[src/uart_config.svh]
// build-time constants for the uart subsystem
// UART_BIT_TIME must come out at 2 or more and UART_FIFO_DEPTH must be a power of two
// UART_RX_CREDITS must not exceed UART_FIFO_DEPTH
`ifndef UART_CONFIG_SVH
`define UART_CONFIG_SVH

// 25 MHz system clock, which is a 40 ns period
`define UART_CLK_HZ 25_000_000

// chosen so that one bit spans eight clocks
`define UART_BAUD 3_125_000

// clock cycles per serial bit, rounded down
`define UART_BIT_TIME (`UART_CLK_HZ / `UART_BAUD)

// receive FIFO entries and the credits each side holds after reset
`define UART_FIFO_DEPTH 4
`define UART_RX_CREDITS 2
`define UART_TX_CREDITS 1

`endif

[src/uart_frame_pkg.sv]
// types for the 8N1 serial frame and the receive FSM
// parity and other frame lengths are not supported
package uart_frame_pkg;

  // number of data bits in one frame, LSB goes first on the line
  localparam int unsigned UART_DATA_BITS = 8;

  typedef logic [UART_DATA_BITS-1:0] uart_byte_t;

  // complete line word as the transmitter shifts it out
  // bit 0 is the start bit and bit 9 is the stop bit
  typedef logic [UART_DATA_BITS+1:0] uart_line_word_t;

  // received frame with its status flags
  // overrun marks the first frame stored after the FIFO had to drop one
  typedef struct packed {
    logic       overrun;
    logic       frame_err;
    uart_byte_t data;
  } uart_frame_t;

  // receive FSM states
  typedef enum logic [1:0] {
    RX_IDLE,
    RX_START,
    RX_DATA,
    RX_STOP
  } uart_rx_state_e;

endpackage

[src/uart_link_pkg.sv]
// types for the credit links towards the consumer and the producer
// sized from UART_FIFO_DEPTH so a counter can hold the full depth
package uart_link_pkg;

`include "uart_config.svh"

  // credit and fill counters, 0 up to UART_FIFO_DEPTH inclusive
  typedef logic [$clog2(`UART_FIFO_DEPTH + 1)-1:0] uart_credit_t;

  // FIFO read and write pointers
  // they wrap on their own because the depth is a power of two
  typedef logic [$clog2(`UART_FIFO_DEPTH)-1:0] uart_fifo_ptr_t;

endpackage

[src/uart_bit_if.sv]
// bit timing link between a serial user and its baud timer
// strobes are single-cycle and are only valid while busy is high
`timescale 1ns/1ps

interface uart_bit_if;

  // restart request from the user, reloads the timer count
  logic start;
  // strobe in the middle of each bit period
  logic half;
  // strobe at the end of each bit period
  logic tick;
  // set by start, cleared once the user drops run
  logic busy;

  modport user (
    output start,
    input  half,
    input  tick,
    input  busy
  );

  modport timer (
    input  start,
    output half,
    output tick,
    output busy
  );

endinterface

[src/uart_baud_timer.sv]
// bit timer shared by the receive and the transmit path
// half comes UART_BIT_TIME/2 cycles and tick UART_BIT_TIME cycles after start
`timescale 1ns/1ps
`include "uart_config.svh"

module uart_baud_timer (
  input  logic     clk,
  input  logic     rst_n,
  input  logic     run,
  uart_bit_if.timer bus
);

  localparam int unsigned BIT_TIME = `UART_BIT_TIME;
  localparam int unsigned CW = $clog2(BIT_TIME);

  // the count starts at RELOAD one cycle after start and reaches 0 on the tick
  localparam logic [CW-1:0] RELOAD = CW'(BIT_TIME - 1);
  // count value that lands exactly BIT_TIME/2 cycles after start
  localparam logic [CW-1:0] HALF_CNT = CW'(BIT_TIME - BIT_TIME / 2);

  logic [CW-1:0] cnt;
  logic          busy_q;

  always_ff @(posedge clk or negedge rst_n) begin
    if (!rst_n) begin
      cnt    <= '0;
      busy_q <= 1'b0;
    end else begin
      // a start always wins so the user can realign mid-frame
      if (bus.start) begin
        cnt <= RELOAD;
      end else if (busy_q) begin
        cnt <= (cnt == '0) ? RELOAD : cnt - 1'b1;
      end
      // busy holds for as long as the user keeps run high
      busy_q <= bus.start | (busy_q & run);
    end
  end

  // both strobes decode the same count, so they can never drift apart
  assign bus.half = busy_q && (cnt == HALF_CNT);
  assign bus.tick = busy_q && (cnt == '0);
  assign bus.busy = busy_q;

endmodule

[src/uart_rx_fsm.sv]
// 8N1 receive FSM, samples rx in the middle of each bit
// rx is asynchronous and goes through a two-flop synchronizer first
`timescale 1ns/1ps

module uart_rx_fsm import uart_frame_pkg::*; (
  input  logic        clk,
  input  logic        rst_n,
  input  logic        rx,
  uart_bit_if.user    bit_tmr,
  output logic        run,
  output logic        frame_valid,
  output uart_frame_t frame
);

  uart_rx_state_e state_q;
  logic [2:0]     rx_sync;
  logic [2:0]     bit_cnt;
  uart_byte_t     shreg;
  logic           rx_s;
  logic           rx_fall;

  // rx_sync[1] is the first safe sample, rx_sync[2] is one clock older
  assign rx_s    = rx_sync[1];
  assign rx_fall = rx_sync[2] & ~rx_sync[1];

  // the timer runs for the whole frame and is released back in idle
  assign run = (state_q != RX_IDLE);

  // first start arms the timer on the falling edge of the start bit
  // the second one realigns it at mid-start so every later tick is a mid-bit
  assign bit_tmr.start =
    ((state_q == RX_IDLE) && rx_fall && !bit_tmr.busy) ||
    ((state_q == RX_START) && bit_tmr.half && !rx_s);

  always_ff @(posedge clk or negedge rst_n) begin
    if (!rst_n) begin
      state_q     <= RX_IDLE;
      rx_sync     <= 3'b111;
      bit_cnt     <= '0;
      frame_valid <= 1'b0;
    end else begin
      rx_sync     <= {rx_sync[1:0], rx};
      frame_valid <= 1'b0;
      unique case (state_q)
        RX_IDLE: begin
          // only a real high to low edge counts, so a low stop bit
          // cannot retrigger reception on its own
          if (bit_tmr.start) begin
            state_q <= RX_START;
          end
        end
        RX_START: begin
          if (bit_tmr.half) begin
            // line back high at mid-start means it was a glitch
            if (rx_s) begin
              state_q <= RX_IDLE;
            end else begin
              bit_cnt <= '0;
              state_q <= RX_DATA;
            end
          end
        end
        RX_DATA: begin
          if (bit_tmr.tick) begin
            if (bit_cnt == 3'(UART_DATA_BITS - 1)) begin
              state_q <= RX_STOP;
            end else begin
              bit_cnt <= bit_cnt + 1'b1;
            end
          end
        end
        RX_STOP: begin
          // the frame is handed over one cycle after the stop sample
          if (bit_tmr.tick) begin
            frame_valid <= 1'b1;
            state_q     <= RX_IDLE;
          end
        end
        default: begin
          state_q <= RX_IDLE;
        end
      endcase
    end
  end

  // data path, shifting right so the first bit on the line ends up as the LSB
  always_ff @(posedge clk) begin
    if ((state_q == RX_DATA) && bit_tmr.tick) begin
      shreg <= {rx_s, shreg[UART_DATA_BITS-1:1]};
    end
    if ((state_q == RX_STOP) && bit_tmr.tick) begin
      frame.data      <= shreg;
      // a low stop bit is a framing error, the byte is kept as received
      frame.frame_err <= !rx_s;
      // overrun is decided further down, in the FIFO
      frame.overrun   <= 1'b0;
    end
  end

endmodule

[src/uart_tx_serializer.sv]
// 8N1 transmit shifter, one byte per credit
// the producer must not raise tx_valid while a byte is still on the line
`timescale 1ns/1ps

module uart_tx_serializer import uart_frame_pkg::*; (
  input  logic       clk,
  input  logic       rst_n,
  input  logic       tx_valid,
  input  uart_byte_t tx_data,
  uart_bit_if.user   bit_tmr,
  output logic       run,
  output logic       tx,
  output logic       tx_credit
);

  // start bit, eight data bits and the stop bit
  localparam int unsigned FRAME_BITS = UART_DATA_BITS + 2;

  uart_line_word_t shreg;
  logic            active_q;
  logic [3:0]      bit_cnt;

  // the timer restarts with the byte, so the first tick closes the start bit
  assign bit_tmr.start = !active_q && tx_valid;
  assign run           = active_q;

  // the line always shows bit 0 of the shift word
  // an idle word is all ones, which keeps the line high
  assign tx = shreg[0];

  always_ff @(posedge clk or negedge rst_n) begin
    if (!rst_n) begin
      shreg     <= '1;
      active_q  <= 1'b0;
      bit_cnt   <= '0;
      tx_credit <= 1'b0;
    end else begin
      tx_credit <= 1'b0;
      if (bit_tmr.start) begin
        // stop bit on top, start bit at the bottom
        shreg    <= {1'b1, tx_data, 1'b0};
        bit_cnt  <= '0;
        active_q <= 1'b1;
      end else if (active_q && bit_tmr.tick) begin
        // ones shift in from the top, so the line is high once all bits are out
        shreg <= {1'b1, shreg[FRAME_BITS-1:1]};
        if (bit_cnt == 4'(FRAME_BITS - 1)) begin
          // the stop bit has lasted its full time, hand the credit back
          active_q  <= 1'b0;
          tx_credit <= 1'b1;
        end else begin
          bit_cnt <= bit_cnt + 1'b1;
        end
      end
    end
  end

endmodule

[src/uart_rx_credit_fifo.sv]
// receive FIFO that releases one frame per consumer credit
// frames arriving while full are dropped, the next stored frame is flagged overrun
`timescale 1ns/1ps
`include "uart_config.svh"

module uart_rx_credit_fifo import uart_frame_pkg::*, uart_link_pkg::*; (
  input  logic        clk,
  input  logic        rst_n,
  input  logic        frame_valid,
  input  uart_frame_t frame,
  input  logic        rx_credit,
  output logic        rx_valid,
  output uart_frame_t rx_frame
);

  localparam int unsigned DEPTH = `UART_FIFO_DEPTH;
  localparam uart_credit_t FULL_FILL = uart_credit_t'(DEPTH);
  localparam uart_credit_t INIT_CREDITS = uart_credit_t'(`UART_RX_CREDITS);

  uart_frame_t    mem [DEPTH];
  uart_frame_t    store;
  uart_fifo_ptr_t wr_ptr;
  uart_fifo_ptr_t rd_ptr;
  uart_credit_t   fill;
  uart_credit_t   credits;
  logic           ovr_pend;
  logic           full;
  logic           empty;
  logic           push;
  logic           pop;

  assign full  = (fill == FULL_FILL);
  assign empty = (fill == '0);
  assign push  = frame_valid && !full;
  // a frame leaves only while the consumer still holds a credit
  assign pop   = !empty && (credits != '0);

  // the pending overrun rides along with the next frame that fits
  always_comb begin
    store         = frame;
    store.overrun = frame.overrun | ovr_pend;
  end

  always_ff @(posedge clk or negedge rst_n) begin
    if (!rst_n) begin
      wr_ptr   <= '0;
      rd_ptr   <= '0;
      fill     <= '0;
      credits  <= INIT_CREDITS;
      ovr_pend <= 1'b0;
      rx_valid <= 1'b0;
    end else begin
      if (push) begin
        wr_ptr <= wr_ptr + 1'b1;
      end
      if (pop) begin
        rd_ptr <= rd_ptr + 1'b1;
      end
      fill    <= fill + uart_credit_t'(push) - uart_credit_t'(pop);
      // a returned credit and a delivery in the same cycle cancel out
      credits <= credits + uart_credit_t'(rx_credit) - uart_credit_t'(pop);
      // a dropped frame sets the flag and a stored frame consumes it
      if (frame_valid) begin
        ovr_pend <= full;
      end
      rx_valid <= pop;
    end
  end

  always_ff @(posedge clk) begin
    if (push) begin
      mem[wr_ptr] <= store;
    end
    if (pop) begin
      rx_frame <= mem[rd_ptr];
    end
  end

endmodule

[src/uart_top.sv]
// uart subsystem top, receive path into a credit FIFO plus a transmit shifter
// both links run on credits, no parity and no register interface
`timescale 1ns/1ps

module uart_top import uart_frame_pkg::*; (
  input  logic        clk,
  input  logic        rst_n,
  input  logic        rx,
  input  logic        tx_valid,
  input  uart_byte_t  tx_data,
  input  logic        rx_credit,
  output logic        tx,
  output logic        tx_credit,
  output logic        rx_valid,
  output uart_frame_t rx_frame
);

  logic        rx_run;
  logic        tx_run;
  logic        frame_valid;
  uart_frame_t frame;

  // each direction keeps its own bit timing
  uart_bit_if rx_bit ();
  uart_bit_if tx_bit ();

  uart_baud_timer u_rx_timer (
    .clk   (clk),
    .rst_n (rst_n),
    .run   (rx_run),
    .bus   (rx_bit.timer)
  );

  uart_baud_timer u_tx_timer (
    .clk   (clk),
    .rst_n (rst_n),
    .run   (tx_run),
    .bus   (tx_bit.timer)
  );

  uart_rx_fsm u_rx_fsm (
    .clk         (clk),
    .rst_n       (rst_n),
    .rx          (rx),
    .bit_tmr     (rx_bit.user),
    .run         (rx_run),
    .frame_valid (frame_valid),
    .frame       (frame)
  );

  uart_rx_credit_fifo u_rx_fifo (
    .clk         (clk),
    .rst_n       (rst_n),
    .frame_valid (frame_valid),
    .frame       (frame),
    .rx_credit   (rx_credit),
    .rx_valid    (rx_valid),
    .rx_frame    (rx_frame)
  );

  uart_tx_serializer u_tx (
    .clk       (clk),
    .rst_n     (rst_n),
    .tx_valid  (tx_valid),
    .tx_data   (tx_data),
    .bit_tmr   (tx_bit.user),
    .run       (tx_run),
    .tx        (tx),
    .tx_credit (tx_credit)
  );

endmodule

[config.mk]
export PLATFORM = sky130hd
export DESIGN_NAME = uart_top
export DESIGN_NICKNAME = d
export VERILOG_FILES = /design/src/uart_frame_pkg.sv /design/src/uart_link_pkg.sv /design/src/uart_bit_if.sv /design/src/uart_baud_timer.sv /design/src/uart_rx_fsm.sv /design/src/uart_tx_serializer.sv /design/src/uart_rx_credit_fifo.sv /design/src/uart_top.sv
export VERILOG_INCLUDE_DIRS = /design/src
export SDC_FILE = /design/constraint.sdc
export NUM_CORES = 1
export LEC_CHECK = 0
export BUFFER_PORTS_ARGS = -buffer_cell sky130_fd_sc_hd__buf_4
export CAP_MARGIN = 15
export CORE_ASPECT_RATIO = 1.75
export CORE_MARGIN = 4
export CORE_UTILIZATION = 62
export DETAILED_ROUTE_END_ITERATION = 10
export PLACE_DENSITY_LB_ADDON = 0.25
export SLEW_MARGIN = 15
export SYNTH_ARGS = -nofsm -noshare
export SYNTH_HDL_FRONTEND = slang
export SYNTH_SLANG_ARGS = --single-unit
export TNS_END_PERCENT = 10
[constraint.sdc]
create_clock -name clk -period 5.25 [get_ports clk]
set_clock_uncertainty 0.15 [all_clocks]
set_input_delay 0.525 -clock clk [delete_from_list [all_inputs] [get_ports clk]]
set_output_delay 0.525 -clock clk [all_outputs]
set_load 0.005 [all_outputs]
# Word level (Yosys, flattened, before mapping)
# Memories as Yosys holds them, arrays and structs flattened. A register that Yosys moved wholly into a read port is not among the register bits.
# Index checks and enable logic that the tools add are counted.
[op_classes]
addsub = 10
n_eq_ne = 15
mux = 33
bitwise_logic = 6
reduce_logical = 34
[ops]
columns = ["operator", "n"]
rows = [
  ["3-bit 2-to-1 mux", 10],
  ["10-bit 2-to-1 mux", 2],
  ["1-bit logical AND", 13],
  ["2-bit 2-to-1 mux", 6],
  ["4-bit 2-to-1 mux", 3],
  ["2-bit nonzero test", 6],
  ["1-bit 2-to-1 mux", 10],
  ["5-bit AND reduction", 2],
  ["3-bit == test, second input constant", 3],
  ["3-bit zero test", 3],
  ["2-bit by 1-bit inequality test with 1-bit output, second input constant", 4],
  ["2-bit inequality test, second input constant", 4],
  ["2-bit one-hot mux with 4 select lines", 1],
  ["3-bit by 1-bit adder with 3-bit output", 2],
  ["3-bit one-hot mux with 2 select lines", 1],
  ["3-bit by 1-bit subtractor with 3-bit output", 2],
  ["3-bit by 1-bit subtractor with 3-bit output, second input constant", 2],
  ["1-bit zero test", 5],
  ["2-bit by 1-bit adder with 2-bit output, second input constant", 2],
  ["4-bit by 1-bit adder with 4-bit output, second input constant", 1],
  ["2-bit == test, second input constant", 2],
  ["4-bit == test, second input constant", 1],
  ["2-bit AND reduction", 2],
  ["3-bit by 1-bit adder with 3-bit output, second input constant", 1],
  ["7 further kinds", 10],
]
[totals]
ff_bits = 62
ramBits = 40
inputBits = 13
out_inout_bits = 13
wordCells = 120
mem_count = 1
[memory_table]
columns = ["name", "words", "word_bits", "read_ports", "rd_clocked_by_memory_dff", "wr", "line", "source"]
rows = [
  ["u_rx_fifo.mem", 4, 10, 1, 1, 1, "uart_rx_credit_fifo.sv:20", "uart_frame_t mem [DEPTH];"],
]

# Logic depth before layout (Yosys ltp)
[logic_depth]
word_depth = 7
mapped_depth = 7
ltp_nobuf = 7

# Hierarchy
# Synthesis repeated with hierarchy kept, for this count alone.
[unflattened]
cells_unflattened = 285
area_unflattened_um2 = 4543.1
[by_module_without_submodules]
columns = ["mod", "instances", "cells_each", "area_per_inst_um2", "seq_area_each_um2"]
rows = [
  ["uart_rx_credit_fifo", 1, 116, 2393.5, 1803.0],
  ["uart_rx_fsm", 1, 55, 980.9, 739.5],
  ["uart_tx_serializer", 1, 66, 721.9, 386.6],
  ["uart_baud_timer at u_rx_timer", 1, 25, 229.0, 100.1],
  ["uart_baud_timer at u_tx_timer", 1, 23, 217.7, 100.1],
]

# Least setup slack after synthesis
# OpenSTA, ideal clock, no wires.
[synth_path]
path_kind = "reg2reg"
start = "register u_rx_fifo.credits[1]"
end = "register u_rx_fifo.fill[2]"
setup_ns = 0.123
arrival_time_ns = 2.220
required_ns = 4.977
path_slack_ns = 2.757
path_stages_with_launch = 8
path_buffers = 0
synth_period_minus_slack_ns = 2.493
path_cell_list = "dfstp_2 nor3_1 nor2_1 ha_1 inv_1 ha_1 fa_1 xnor2_1"
[synth_between]
elab_chain_len = 3
[synth_lines]
columns = ["item", "line", "source"]
rows = [
  ["start, declared", "uart_rx_credit_fifo.sv:25", "uart_credit_t credits;"],
  ["start signal, assigned", "uart_rx_credit_fifo.sv:61", "credits <= credits + uart_credit_t'(rx_credit) - uart_credit_t'(pop);"],
  ["3-bit nonzero test", "uart_rx_credit_fifo.sv:36", "assign pop = !empty && (credits != '0);"],
  ["1-bit logical AND", "uart_rx_credit_fifo.sv:36", ""],
  ["net u_rx_fifo.pop", "uart_rx_credit_fifo.sv:30", "logic pop;"],
  ["3-bit by 1-bit subtractor with 3-bit output", "uart_rx_credit_fifo.sv:59", "fill <= fill + uart_credit_t'(push) - uart_credit_t'(pop);"],
  ["end signal, assigned", "uart_rx_credit_fifo.sv:59", ""],
  ["end, declared", "uart_rx_credit_fifo.sv:24", "uart_credit_t fill;"],
]
# The timed path passes the listed nets, and every way through them passes these cells.
# A chain may end at the register's enable or synchronous reset.

# Final worst setup path
[layout_path]
start = "register u_rx_fifo.credits[1]"
end = "register u_rx_fifo.credits[2]"
[layout_between]
elab_chain_len = 3
elab_cells_between_ends = 4
cone_classes = "2 x add/sub; 2 x reduce/logical"
[layout_lines]
columns = ["item", "line"]
rows = [
  ["3-bit nonzero test", "uart_rx_credit_fifo.sv:36"],
  ["1-bit logical AND", "uart_rx_credit_fifo.sv:36"],
  ["net u_rx_fifo.pop", "uart_rx_credit_fifo.sv:30"],
  ["3-bit by 1-bit subtractor with 3-bit output", "uart_rx_credit_fifo.sv:61"],
]
# The timed path passes the listed nets, and every way through them passes these cells.

==> flow_metrics.py <==
metrics = {
    "outcome": {
        "status": "completed",
    },
    "yosys": {
        "synth-main-ff-cell": "edfxtp_1",
        "netlist-cell-type-count": 42,
        "syn_area_sq_um": 4530,
        "syn_area_per_cell_sq_um": 15.0,
        "seq_area_frac_synth": 0.691,
        "syn_inst": 302,
        "synth_edf_count": 67,
        "syn_nets": 338,
        "async_reset_ff_frac": 0.396,
        "synth_warnings": 0,
        "synth_seq_cells": 111,
    },
    "timing": {
        "timing.final.crit_period_ns": 2.47,
        "hold_violations": 0,
        "period_share": 0.471,
        "setup_viol": 0,
        "fin_setup_tns_ns": 0,
        "finalMaxSlewViolations": 0,
        "slew_headroom": 0.518,
        "rsz0062_at_grt": "no",
        "tightest_slew_ns": 0.722,
        "fmax_mhz": 405,
    },
    "pwr": {
        "leakage_nw": 2.03,
        "power_mw": 2.62,
        "ir_drop_mv": 0.309,
        "p_seq_frac": 0.493,
        "switching_share": 0.284,
        "p_int_mw": 1.88,
        "combPwrFrac": 0.245,
        "switching_power_mw": 0.745,
        "clkPwrFrac": 0.262,
        "power_density_nw_per_um2": 516,
    },
    "floorplan": {
        "start_util": 0.630,
        "fp.dieArea_sq_um": 8790,
        "io_pins": 26,
        "row_count": 41,
        "die_h_um": 121,
        "core_sq_um": 7180,
        "fp.dieW_um": 72.6,
    },
    "clocking": {
        "cts_buffers": 9,
        "cts_setup_buffers": 0,
        "cts_hold_buf": 0,
        "htreeDepth": 3,
        "path_clk_slew_ns": 0.07,
        "clock_path_buffers": 2,
        "cts_tree": "done",
        "cts_root_buf": "clkbuf_16",
        "clock-sinks": 111,
        "cts_resized": 0,
        "clock_latency_ns": 0.34,
    },
    "worst_setup_path": {
        "cp-start-kind": "flip-flop",
        "worst_r2r_endpoint": "u_rx_fifo.credits[2]",
        "crit_end": "u_rx_fifo.credits[2]",
        "end_kind": "flip-flop",
        "r2r.worst_path.cells": 7,
        "crit_path_start": "u_rx_fifo.credits[1]",
        "r2r_setup_slack_ns": 2.78,
        "cp.required_ns": 5.33,
        "r2r-start": "u_rx_fifo.credits[1]",
        "arrival_ns": 2.55,
        "criticalPathCategory": "flip-flop to flip-flop",
        "worstPathMaxFanout": 15,
    },
    "routing": {
        "viasPerCell": 5.50,
        "wl_per_cell_um": 15.6,
        "drtAntennaViolNets": 0,
        "drc": 0,
        "vias": 2314,
        "initialDrtViolationCount": 214,
        "dr.pass1.iters": 4,
        "drt-total-wl_um": 6550,
    },
    "hold_path": {
        "min_path_type": "primary input to asynchronous set/reset pin",
    },
    "finish": {
        "multiInputGateArea_sq_um": 1260,
        "area.sequential_sq_um": 3130,
        "fill_cells": 481,
        "final_nets": 366,
        "syn_to_final_growth_pct": 12.2,
        "diodes": 0,
        "drive_above_1_share": 0.209,
    },
    "placed_design": {
        "io_buffers": 25,
        "dp_hpwl_um": 4430,
        "gp_congestion": 0.747,
    },
    "grt": {
        "grt.overflow.total": 0,
        "grt_pass1_vias": 2392,
        "antenna_found_initial": 0,
        "grt_max_degree": 45,
        "grt_pass1_wl_um": 11400,
        "grt_usage": 0.172,
    },
    "run": {
        "maxCapViolations": 0,
    },
}
## synthesized netlist by cell type (5+ instances only)
| library cell | n | share of area |
|---|---|---|
| mux4_2 | 10 | 0.050 |
| xor2_1 | 6 | 0.012 |
| and2_1 | 5 | 0.0069 |
| nor2_1 | 20 | 0.017 |
| o21ai_0 | 9 | 0.0099 |
| a31oi_1 | 7 | 0.0097 |
| inv_1 | 23 | 0.019 |
| dfrtp_1 | 31 | 0.17 |
| ha_1 | 21 | 0.058 |
| dfstp_2 | 13 | 0.075 |
| nand2_1 | 33 | 0.027 |
| nand3_1 | 8 | 0.0088 |
| edfxtp_1 | 67 | 0.44 |
## how the worst min path moves through the flow
stage | cells past startpoint | endpoint | slack, ns
final | 1 | u_rx_fifo.rd_ptr[0] | 0.01
after global routing | 1 | u_rx_fifo.rd_ptr[1] | 0.07
after CTS | 1 | u_rx_timer.cnt[0] | 0.06
after detailed placement | 0 | u_rx_fsm.rx_sync[1] | 0.20
after global placement | 0 | u_rx_fsm.rx_sync[1] | 0.20
after floorplan | 0 | asynchronous set/reset pin | 0.08
## routing by layer
metal / vias to the layer above / share of wire / GRT usage
li1: 1121 / - / -
met1: 1152 / 0.40 / 0.214
met2: 32 / 0.55 / 0.285
met3: 9 / 0.032 / 0.0307
met4: 0 / 0.020 / 0.0866
met5: - / 0 / 0
## layout by cell type, fill, tap and decap left out, types with 2 or more instances in the layout
master and instances:
inv_1 23, o21ai_0 9, nand4_1 2, inv_6 3
nand3b_1 2, a31oi_1 7, edfxtp_1 67, fa_1 2
dfstp_2 13, xor2_1 6, nand2_1 33, or2_1 2
buf_4 25, xnor2_1 4, ha_1 21, and2_1 5
nand2b_1 3, mux2i_1 3, nand3_1 8, mux4_2 10
nor3_1 2, nor2b_1 3, nor2_1 19, dfrtp_1 31
a21oi_1 3, clkbuf_16 9
## kinds of logic after synthesis
family                   share of synthesized area
XOR/XNOR                                    0.0193
AND/OR/NAND/NOR                             0.0937
adder cells (fa/ha/maj)                     0.0669
buffers and inverters                       0.0307
flip-flops                                   0.691
multiplexers                                0.0622
AO/OA/AOI/OAI                               0.0359
## layout make-up
class,instances,area share
flip-flops and latches,111,0.616
multi-input cells,160,0.248
clock buffers,11,0.0478
repair buffers,25,0.0370
well taps,86,0.0212
inverters,23,0.0170
clock inverters,5,0.0126
## sequential cells by signal, indices dropped and copies added (netlist names), 3 cells and up, named ones only
register / cells
u_rx_fifo.mem: 40
u_rx_fifo.rx_frame: 10
u_rx_fsm.frame: 9
u_tx.shreg: 9
u_rx_fsm.shreg: 8
u_tx.bit_cnt: 4
u_rx_fifo.credits: 3
u_rx_fifo.fill: 3
u_rx_fsm.bit_cnt: 3
u_rx_fsm.rx_sync: 3
u_rx_timer.cnt: 3
u_tx_timer.cnt: 3
## worst max-delay path: stages (launching register included)
cell	delay, ns
dfstp_2	0.55
nor3_1	0.07
nor2_2	0.55
ha_1	0.24
inv_1	0.04
ha_1	0.19
fa_1	0.42
xnor2_1	0.14
## power groups by stage
stage          logic (mW)  registers, mW  clock network (mW)
3_3_place_gp        0.611           1.31                   0
2_1_floorplan       0.512           1.25                   0
6_report            0.643           1.29               0.687
4_1_cts             0.655           1.30               0.701
3_5_place_dp        0.643           1.31                   0
5_1_grt             0.739           1.32               0.742
## per-stage QoR
stage / cells / setup slack, ns / cell area (sq um) / utilization / hold WS [ns]
5_1_grt: 421 / 2.62 / 5080 / 0.707 / 0.0719
3_5_place_dp: 405 / 2.36 / 4770 / 0.664 / 0.201
4_1_cts: 421 / 2.35 / 5080 / 0.707 / 0.0589
6_report: 421 / 2.78 / 5080 / 0.707 / 0.0150
3_3_place_gp: 405 / 2.48 / 4770 / 0.664 / 0.196
2_1_floorplan: 302 / 2.76 / 4530 / - / 0.0794
No activity file was read; power rests on OpenSTA's default activity.
